**src/design/qnet_pkg.sv**
```systemverilog
package qnet_pkg;

   ////////////////////////////////////////////////////////////
   // Common widths
   ////////////////////////////////////////////////////////////

   // Node address, also used for node count and hop step
   localparam int unsigned QNET_ADDR_W = 10;

   ////////////////////////////////////////////////////////////
   // Command IDs
   ////////////////////////////////////////////////////////////

   typedef enum logic [4:0] {
      GET_NET  = 5'd1,
      SET_NET  = 5'd2,
      SYNC1    = 5'd3,
      UPDT_OFF = 5'd8,
      SET_DT   = 5'd10,
      GET_DT   = 5'd11
   } qnet_cmd_id_e;

   // Type code placed on a header that answers a request
   localparam logic [1:0] QNET_TYPE_ANS = 2'b10;

   ////////////////////////////////////////////////////////////
   // Header and message
   ////////////////////////////////////////////////////////////

   // 64-bit header, first field is the top bit
   typedef struct packed {
      logic [1:0]             typ;
      logic [4:0]             id;
      logic [2:0]             flg;
      logic [QNET_ADDR_W-1:0] dst;
      logic [QNET_ADDR_W-1:0] src;
      logic [QNET_ADDR_W-1:0] step;
      logic [23:0]            hdt;
   } qnet_hdr_t;

   // Header with its two data words, 128 bits
   typedef struct packed {
      qnet_hdr_t   hdr;
      logic [31:0] dt1;
      logic [31:0] dt0;
   } qnet_msg_t;

   // Captured command, tagged with its source
   typedef struct packed {
      qnet_msg_t msg;
      logic      net;
   } qnet_cmd_t;

   ////////////////////////////////////////////////////////////
   // Node parameters
   ////////////////////////////////////////////////////////////

   // One parameter write, applied on the next clock edge
   typedef struct packed {
      logic                   we_id;
      logic                   we_nn;
      logic                   we_rtd;
      logic                   we_off;
      logic                   we_dt;
      logic [QNET_ADDR_W-1:0] val10;
      logic [31:0]            val32;
      // Data pair as {dt1, dt0}
      logic [63:0]            val64;
   } qnet_pwr_t;

   // Network parameters kept by the node
   typedef struct packed {
      logic [QNET_ADDR_W-1:0] id;
      logic [QNET_ADDR_W-1:0] nn;
      logic [31:0]            rtd;
      logic [31:0]            off;
      // Stored pair as {dt1, dt0}
      logic [63:0]            dt;
   } qnet_param_t;

endpackage

```
**src/design/qnet_cmd_exec.sv**
```systemverilog
`timescale 1ns/1ps

module qnet_cmd_exec import qnet_pkg::*; #(
   parameter logic [31:0] T_LINK = 32'd20
) (
   // Command from intake
   input  logic        cmd_valid_i,
   input  qnet_cmd_t   cmd_i,
   output logic        cmd_ready_o,
   // Node parameters
   input  qnet_param_t param_i,
   output qnet_pwr_t   pwr_o,
   // Message towards transmit
   output logic        msg_valid_o,
   output qnet_msg_t   msg_o,
   input  logic        msg_ready_i,
   // Time control and status
   output logic        time_reset_o,
   output logic        time_init_o,
   output logic        time_updt_o,
   output logic        cmd_err_o
);

   qnet_hdr_t hdr;
   logic      known;
   logic      accept;
   qnet_pwr_t pwr;
   logic      t_reset;
   logic      t_init;
   logic      t_updt;

   assign hdr   = cmd_i.msg.hdr;
   assign known = hdr.id inside {GET_NET, SET_NET, SYNC1, UPDT_OFF, SET_DT, GET_DT};

   ////////////////////////////////////////////////////////////
   // Handshake
   ////////////////////////////////////////////////////////////

   // Every known ID sends a message, so it waits for a free tx slot
   assign cmd_ready_o = !known || msg_ready_i;
   assign accept      = cmd_valid_i && cmd_ready_o;
   assign msg_valid_o = cmd_valid_i && known;
   assign cmd_err_o   = cmd_valid_i && !known;

   ////////////////////////////////////////////////////////////
   // Decode
   ////////////////////////////////////////////////////////////

   always_comb begin
      pwr       = '0;
      t_reset   = 1'b0;
      t_init    = 1'b0;
      t_updt    = 1'b0;
      msg_o     = '0;
      msg_o.hdr = hdr;
      case (hdr.id)
         GET_NET: begin
            pwr.we_id = 1'b1;
            if (cmd_i.net) begin
               pwr.val10 = hdr.hdt[QNET_ADDR_W-1:0];
               msg_o.hdr = qnet_hdr_t'(64'(hdr) + 64'd1);
               t_reset   = 1'b1;
            end else begin
               // Origin of the ring
               pwr.val10 = QNET_ADDR_W'(1);
            end
         end
         SET_NET: begin
            if (cmd_i.net) begin
               pwr.we_rtd = 1'b1;
               pwr.we_nn  = 1'b1;
               pwr.val32  = cmd_i.msg.dt1;
               pwr.val10  = hdr.hdt[QNET_ADDR_W-1:0];
               msg_o.dt1  = cmd_i.msg.dt1;
               msg_o.dt0  = cmd_i.msg.dt0;
            end else begin
               msg_o.dt1 = param_i.rtd;
               msg_o.dt0 = T_LINK;
            end
         end
         SYNC1: begin
            if (cmd_i.net) begin
               pwr.we_off = 1'b1;
               pwr.val32  = cmd_i.msg.dt0 + cmd_i.msg.dt1;
               t_init     = 1'b1;
               // Accumulate one more hop of link delay
               msg_o.dt0  = cmd_i.msg.dt0 + T_LINK;
            end else begin
               msg_o.dt0 = T_LINK;
            end
         end
         UPDT_OFF: begin
            if (cmd_i.net) begin
               pwr.we_off = 1'b1;
               pwr.val32  = cmd_i.msg.dt0;
               t_updt     = 1'b1;
            end
            msg_o.dt1 = cmd_i.msg.dt1;
            msg_o.dt0 = cmd_i.msg.dt0;
         end
         SET_DT: begin
            if (cmd_i.net) begin
               pwr.we_dt = 1'b1;
               pwr.val64 = {cmd_i.msg.dt1, cmd_i.msg.dt0};
            end
            msg_o.dt1 = cmd_i.msg.dt1;
            msg_o.dt0 = cmd_i.msg.dt0;
         end
         GET_DT: begin
            // Answer back to the requesting node
            if (cmd_i.net) begin
               msg_o.hdr     = '0;
               msg_o.hdr.typ = QNET_TYPE_ANS;
               msg_o.hdr.id  = GET_DT;
               msg_o.hdr.dst = hdr.src;
               msg_o.hdr.src = param_i.id;
               msg_o.dt1     = param_i.dt[63:32];
               msg_o.dt0     = param_i.dt[31:0];
            end
         end
         default: begin
            msg_o.hdr = hdr;
         end
      endcase
   end

   // Effects only on the accepting cycle
   always_comb begin
      pwr_o        = pwr;
      pwr_o.we_id  = pwr.we_id && accept;
      pwr_o.we_nn  = pwr.we_nn && accept;
      pwr_o.we_rtd = pwr.we_rtd && accept;
      pwr_o.we_off = pwr.we_off && accept;
      pwr_o.we_dt  = pwr.we_dt && accept;
   end

   assign time_reset_o = t_reset && accept;
   assign time_init_o  = t_init && accept;
   assign time_updt_o  = t_updt && accept;

endmodule

```
**src/design/qnet_cmd_intake.sv**
```systemverilog
`timescale 1ns/1ps

module qnet_cmd_intake import qnet_pkg::*; (
   input  logic      t_clk_i,
   input  logic      t_rst_ni,
   // Local processor
   input  logic      loc_req_i,
   input  qnet_msg_t loc_cmd_i,
   output logic      loc_ack_o,
   // Network receiver
   input  logic      net_req_i,
   input  qnet_msg_t net_cmd_i,
   output logic      net_ack_o,
   // Command towards exec
   output logic      cmd_valid_o,
   output qnet_cmd_t cmd_o,
   input  logic      cmd_ready_i
);

   typedef enum logic [1:0] {
      S_IDLE,
      S_OFFER,
      S_RELEASE
   } state_e;

   state_e    state_q;
   qnet_cmd_t cmd_q;
   logic      loc_ack_q;
   logic      net_ack_q;
   logic      free;
   logic      take_loc;
   logic      take_net;
   logic      src_req;

   // Idle with both acknowledges low, a new request may be taken
   assign free     = (state_q == S_IDLE) && !loc_ack_q && !net_ack_q;
   // Local source wins when both ask together
   assign take_loc = free && loc_req_i;
   assign take_net = free && !loc_req_i && net_req_i;

   // Request of the source that owns the current command
   assign src_req = loc_ack_q ? loc_req_i : net_req_i;

   always_ff @(posedge t_clk_i or negedge t_rst_ni) begin
      if (!t_rst_ni) begin
         state_q   <= S_IDLE;
         loc_ack_q <= 1'b0;
         net_ack_q <= 1'b0;
      end else begin
         case (state_q)
            S_IDLE: begin
               // Ack went out last cycle, offer from now on
               if (loc_ack_q || net_ack_q) begin
                  state_q <= S_OFFER;
               end
               if (take_loc) begin
                  loc_ack_q <= 1'b1;
               end
               if (take_net) begin
                  net_ack_q <= 1'b1;
               end
            end
            S_OFFER: begin
               if (cmd_ready_i) begin
                  state_q <= S_RELEASE;
               end
            end
            S_RELEASE: begin
               // Four-phase end, wait for the request to drop
               if (!src_req) begin
                  loc_ack_q <= 1'b0;
                  net_ack_q <= 1'b0;
                  state_q   <= S_IDLE;
               end
            end
            default: state_q <= S_IDLE;
         endcase
      end
   end

   // Command capture
   always_ff @(posedge t_clk_i) begin
      if (take_loc) begin
         cmd_q <= '{msg: loc_cmd_i, net: 1'b0};
      end else if (take_net) begin
         cmd_q <= '{msg: net_cmd_i, net: 1'b1};
      end
   end

   assign cmd_valid_o = (state_q == S_OFFER);
   assign cmd_o       = cmd_q;
   assign loc_ack_o   = loc_ack_q;
   assign net_ack_o   = net_ack_q;

endmodule

```
**src/design/qnet_cmd_top.sv**
```systemverilog
`timescale 1ns/1ps

module qnet_cmd_top import qnet_pkg::*; #(
   parameter logic [31:0] T_LINK = 32'd20
) (
   input  logic        t_clk_i,
   input  logic        t_rst_ni,
   // Local command
   input  logic        loc_req_i,
   input  qnet_msg_t   loc_cmd_i,
   output logic        loc_ack_o,
   // Network command
   input  logic        net_req_i,
   input  qnet_msg_t   net_cmd_i,
   output logic        net_ack_o,
   // Transmit
   input  logic        slot_i,
   output logic        tx_req_o,
   output qnet_msg_t   tx_msg_o,
   input  logic        tx_ack_i,
   // Time control
   output logic        time_reset_o,
   output logic        time_init_o,
   output logic        time_updt_o,
   // Status
   output qnet_param_t param_o,
   output logic        cmd_err_o
);

   logic        cmd_valid;
   logic        cmd_ready;
   qnet_cmd_t   cmd;
   logic        msg_valid;
   logic        msg_ready;
   qnet_msg_t   msg;
   qnet_pwr_t   pwr;
   qnet_param_t param;

   ////////////////////////////////////////////////////////////
   // Command path
   ////////////////////////////////////////////////////////////

   qnet_cmd_intake u_intake (
      .t_clk_i     (t_clk_i),
      .t_rst_ni    (t_rst_ni),
      .loc_req_i   (loc_req_i),
      .loc_cmd_i   (loc_cmd_i),
      .loc_ack_o   (loc_ack_o),
      .net_req_i   (net_req_i),
      .net_cmd_i   (net_cmd_i),
      .net_ack_o   (net_ack_o),
      .cmd_valid_o (cmd_valid),
      .cmd_o       (cmd),
      .cmd_ready_i (cmd_ready)
   );

   qnet_cmd_exec #(
      .T_LINK (T_LINK)
   ) u_exec (
      .cmd_valid_i  (cmd_valid),
      .cmd_i        (cmd),
      .cmd_ready_o  (cmd_ready),
      .param_i      (param),
      .pwr_o        (pwr),
      .msg_valid_o  (msg_valid),
      .msg_o        (msg),
      .msg_ready_i  (msg_ready),
      .time_reset_o (time_reset_o),
      .time_init_o  (time_init_o),
      .time_updt_o  (time_updt_o),
      .cmd_err_o    (cmd_err_o)
   );

   qnet_node_regs u_regs (
      .t_clk_i  (t_clk_i),
      .t_rst_ni (t_rst_ni),
      .pwr_i    (pwr),
      .param_o  (param)
   );

   ////////////////////////////////////////////////////////////
   // Transmit
   ////////////////////////////////////////////////////////////

   qnet_tx_stage u_tx (
      .t_clk_i     (t_clk_i),
      .t_rst_ni    (t_rst_ni),
      .msg_valid_i (msg_valid),
      .msg_i       (msg),
      .msg_ready_o (msg_ready),
      .slot_i      (slot_i),
      .tx_req_o    (tx_req_o),
      .tx_msg_o    (tx_msg_o),
      .tx_ack_i    (tx_ack_i)
   );

   assign param_o = param;

endmodule

```
**src/design/qnet_node_regs.sv**
```systemverilog
`timescale 1ns/1ps

module qnet_node_regs import qnet_pkg::*; (
   input  logic        t_clk_i,
   input  logic        t_rst_ni,
   input  qnet_pwr_t   pwr_i,
   output qnet_param_t param_o
);

   qnet_param_t param_q;

   ////////////////////////////////////////////////////////////
   // Parameter bank
   ////////////////////////////////////////////////////////////

   always_ff @(posedge t_clk_i or negedge t_rst_ni) begin
      if (!t_rst_ni) begin
         param_q <= '0;
      end else begin
         // Node position in the ring
         if (pwr_i.we_id) begin
            param_q.id <= pwr_i.val10;
         end
         // Nodes in the ring
         if (pwr_i.we_nn) begin
            param_q.nn <= pwr_i.val10;
         end
         // Round-trip delay
         if (pwr_i.we_rtd) begin
            param_q.rtd <= pwr_i.val32;
         end
         // Time offset
         if (pwr_i.we_off) begin
            param_q.off <= pwr_i.val32;
         end
         // Data pair for get_dt answers
         if (pwr_i.we_dt) begin
            param_q.dt <= pwr_i.val64;
         end
      end
   end

   assign param_o = param_q;

endmodule

```
**src/design/qnet_tx_stage.sv**
```systemverilog
`timescale 1ns/1ps

module qnet_tx_stage import qnet_pkg::*; (
   input  logic      t_clk_i,
   input  logic      t_rst_ni,
   // Message from exec
   input  logic      msg_valid_i,
   input  qnet_msg_t msg_i,
   output logic      msg_ready_o,
   // Transmit slot and link
   input  logic      slot_i,
   output logic      tx_req_o,
   output qnet_msg_t tx_msg_o,
   input  logic      tx_ack_i
);

   logic      full_q;
   logic      req_q;
   qnet_msg_t msg_q;
   logic      load;
   logic      done;

   assign msg_ready_o = !full_q;
   assign load        = msg_valid_i && !full_q;
   assign done        = req_q && tx_ack_i;

   always_ff @(posedge t_clk_i or negedge t_rst_ni) begin
      if (!t_rst_ni) begin
         full_q <= 1'b0;
         req_q  <= 1'b0;
      end else begin
         if (load) begin
            full_q <= 1'b1;
         end else if (done) begin
            full_q <= 1'b0;
         end
         // Request only inside a transmit slot
         if (full_q && !req_q && slot_i) begin
            req_q <= 1'b1;
         end else if (done) begin
            req_q <= 1'b0;
         end
      end
   end

   // Held message
   always_ff @(posedge t_clk_i) begin
      if (load) begin
         msg_q <= msg_i;
      end
   end

   assign tx_req_o = req_q;
   assign tx_msg_o = msg_q;

endmodule

```
**config.mk**
```make
export PLATFORM = sky130hd
export DESIGN_NAME = qnet_cmd_top
export DESIGN_NICKNAME = d
export VERILOG_FILES = /design/src/design/qnet_pkg.sv /design/src/design/qnet_cmd_exec.sv /design/src/design/qnet_cmd_intake.sv /design/src/design/qnet_cmd_top.sv /design/src/design/qnet_node_regs.sv /design/src/design/qnet_tx_stage.sv
export SDC_FILE = /design/constraint.sdc
export NUM_CORES = 1
export LEC_CHECK = 0
export BUFFER_PORTS_ARGS = -buffer_cell sky130_fd_sc_hd__buf_4
export CAP_MARGIN = 10
export CORE_AREA = 2 2 212 214
export CTS_BUF_LIST = sky130_fd_sc_hd__clkbuf_4 sky130_fd_sc_hd__clkbuf_8
export CTS_CLUSTER_SIZE = 20
export DETAILED_ROUTE_END_ITERATION = 6
export DIE_AREA = 0 0 214 216
export PLACE_DENSITY = 0.71
export SYNTH_ARGS = -nofsm -noshare
export SYNTH_HDL_FRONTEND = slang
export SYNTH_SLANG_ARGS = --single-unit
export TNS_END_PERCENT = 30
```
**constraint.sdc**
```tcl
create_clock -name t_clk_i -period 31.2 [get_ports t_clk_i]
set_clock_uncertainty 0.2 [all_clocks]
set_input_delay 9.36 -clock t_clk_i [delete_from_list [all_inputs] [get_ports t_clk_i]]
set_output_delay 9.36 -clock t_clk_i [all_outputs]
set_load 0.03 [all_outputs]
```
==> results by group <==
Yosys
  • Top post-synthesis cells by count: 256 x edfxtp_1, 227 x nand2_1, 154 x dfrtp_1
  • Warnings, synthesis: 0
  • Mean area per synthesized cell: 11.3 um2
  • Cell accounting for the most synthesized area: edfxtp_1
  • Post-synthesis async set-or-reset flop share: between 30% and 40%
  • Seq cells post-synth: a little over 400
  • Synth Area in Adders: 2.34%
  • Post-synthesis cell count: 1,782
  • Synthesized cell area: 0.0201 mm2
  • Multiplexer share of the synthesized area: around 4.5%
  • Mapped Nets: approximately 2,100
  • Synth top area cells: edfxtp_1 38%, dfrtp_1 19%, a22o_1 5.7%, nand2_1 4.2%, mux2_2 3.6%
  • Post-Synth XOR/XNOR Area: around 1.1%
  • Register area share after synthesis: between 50% and 60%
  • Unique masters post-synth: about 70
  • Combinational family with the most area after synthesis: compound AO/OA/AOI/OAI gates
  • Top_reg_cell synth: edfxtp_1
  • Number of synthesized flops with an enable pin: around 260
  • Most frequent cell after synthesis: edfxtp_1
  • Compound-Gate Fraction of Synth Area: between 20% and 30%
  • Post-synthesis simple-gate area fraction: approximately 11%
  • Synth top area share: 38.3%

Clock network
  • CTS max path bufs: 3
  • CTS buffer count: 73
  • PostCTS Resize Cnt: 0
  • Clock Latency Late Sink: 0.65 ns
  • # hold bufs at CTS: 0
  • CTS tree: done
  • Clock root cell: clkbuf_8
  • Clock transition at path regs: ~0.06 ns
  • CTS sink cnt: about 410
  • Post-CTS Setup Inserts: 0
  • H-Tree Depth: 3

Final layout
  • Finished Layout Cells: approximately 3,000
  • P&R area growth vs syn: 30.7%
  • Share of cells above drive strength 1: 33.3%
  • Nets: 2,612

Setup path
  • Worst setup SP type: flip-flop
  • Critical path fanouts, max: 29
  • Crit path capture type: output port
  • Worst reg-to-reg path cell count: 10
  • Worst endpoint required time: ~22 ns
  • Worst Path Arrival: about 3.2 ns
  • Critical Setup Path Class: reg -> out

Drt
  • DRC Markers: 0
  • Pre-antenna DRT Iters: 7
  • Via count: about 18,000
  • Post-route ant nets: 0
  • DR iter-0 viols: ~2,000
  • Vias per inst: between 5 and 6
  • Post-Route WL: between 60,000 and 70,000 um
  • Drt wl/cell: between 20 and 25 um

Timing
  • Final setup fails: 0
  • Setup_tns: 0 ns
  • Final period util: between 40% and 50%
  • Tmin final: about 13 ns
  • F_max: between 70 and 80 MHz
  • RSZ-0062 raised after global routing: false
  • Hold Violations, Final: 0
  • Final WS setup: 18.47 ns
  • Slew @ Worst Pin: between 1 and 1.5 ns
  • Slew margin rel.: between 20% and 30%
  • Final max-slew violation count: 0

Power and ir drop
  • Power per cell area: about 56 mW/mm2
  • Total Power: 1.47 mW
  • Max IR drop VDD: roughly 56 uV
  • Pleak: between 10 and 15 nW

GRT
  • Grt total ovfl: 0
  • First-pass GRT wire length: approximately 110,000 um
  • Vias in the first global route: about 18,000
  • Antenna violations before repair: 2
  • All-Layer GR Usage: ~30%
  • Largest net degree at the start of global routing: around 90

Die
  • Full die area: roughly 0.046 mm2
  • Die Y: approximately 220 um
  • Row count: 77
  • Initial core utilization: a little under half
  • Chip width: approximately 210 um
  • Core Region: about 0.044 mm2
  • Ports: around 550

Hold path
  • Hold path cells: 2
  • HP Class: reg -> reg

Placed design
  • DP HPWL: 49,300 um
  • Final RePlAce weighted congestion: a little under 0.9
  • Pre-CTS WS: between 15 and 20 ns
  • Placed insts: around 2,800
  • PortBufs: roughly 540

Run
  • Max-cap viol count: 0

Outcome
  • Status: completed
-- final timing paths --
| kind | start | slack (ns) | to |
|---|---|---|---|
| worst min-delay path | u_regs.param_o[136] | 0.29 | u_regs.param_o[136] |
| worst min register to register | u_regs.param_o[136] | 0.29 | u_regs.param_o[136] |
| max in group asynchronous | t_rst_ni | 20.78 | u_intake.loc_ack_o |
| worst max register to register | u_intake.cmd_o[5] | 27.21 | u_regs.param_o[85] |
| worst max-delay path | u_intake.cmd_o[123] | 18.47 | time_init_o |
| min in group asynchronous | t_rst_ni | 8.60 | u_regs.param_o[55] |
-- placed cells by master, fill, tap and decap left out, drive strengths merged, types with 6 or more instances in the layout --
master  count
a21o       20
a21oi      93
a221o      19
a221oi     11
a222oi     37
a22o      131
a22oi       7
a31oi      13
and3       21
and4        6
buf       569
clkbuf    117
clkinv      8
dfrtp     154
edfxtp    256
ha         36
inv        55
mux2       65
mux2i      17
nand2     228
nand2b      8
nand3      51
nand4      21
nor2       90
nor3       30
o211a       8
o211ai     19
o21a        9
o21ai     143
o21bai      6
o311ai     11
o31ai      13
xnor2      14
xor2       12
-- metal layers --
metal / global-route usage (%) / routed length, um / vias to the layer above
met3: 6.36 / 5320 / 139
met2: 48.2 / 33600 / 875
met5: 0 / 0 / -
met1: 38.7 / 28100 / 8748
met4: 11.0 / 2340 / 0
li1: - / - / 7917
-- report_power, final --
group	switching (mW)	internal (mW)	total, mW
Combinational	0.170	0.107	0.277
Sequential	0.0429	0.629	0.672
Clock	0.224	0.302	0.526
-- cells by family (layout without fill, tap and decap cells) --
group / count (synthesis) / in the layout
multiplexers: 82 / 82
buffers and inverters: 168 / 754
flip-flops: 411 / 411
AO/OA/AOI/OAI: 567 / 567
other: 0 / 3
XOR/XNOR: 26 / 26
adder cells (fa/ha/maj): 37 / 37
AND/OR/NAND/NOR: 491 / 491
-- area by class of cell --
cell class	count	area, um2
Fill cell	3668	17600
Sequential cell	411	11600
Multi-Input combinational cell	1203	7960
Timing Repair Buffer	569	4280
Clock buffer	117	1410
Tap cell	592	741
Inverter	55	206
Clock inverter	13	118
Antenna cell	3	7.51
-- state kept, by name, summed over array words and instances, names as in the netlist --
register and cells:
u_regs.param_o 148, u_tx.full_q 1, u_intake.net_ack_o 1, u_intake.state_q 2, u_tx.tx_req_o 1, u_tx.tx_msg_o 128
u_intake.loc_ack_o 1, u_intake.cmd_o 129
-- worst max-delay path, stage by stage, from the launching register on --
cell and delay, ns:
edfxtp_1 0.54, nor4b_1 0.55, nand2_1 0.18, nor2_2 0.12, buf_4 0.37, nand2_1 0.35, inv_1 0.22, buf_4 0.19
-- metrics by stage --
stage / hold WS [ns] / instance area (um2) / util, %
3_3_place_gp: 0.263 / 24700 / 56.4
5_1_grt: 0.311 / 26300 / 59.9
6_report: 0.289 / 26300 / 59.9
3_5_place_dp: 0.278 / 24700 / 56.4
2_1_floorplan: 0.273 / 20100 / -
4_1_cts: 0.292 / 26300 / 59.9
(Power assumes the default switching activity.)
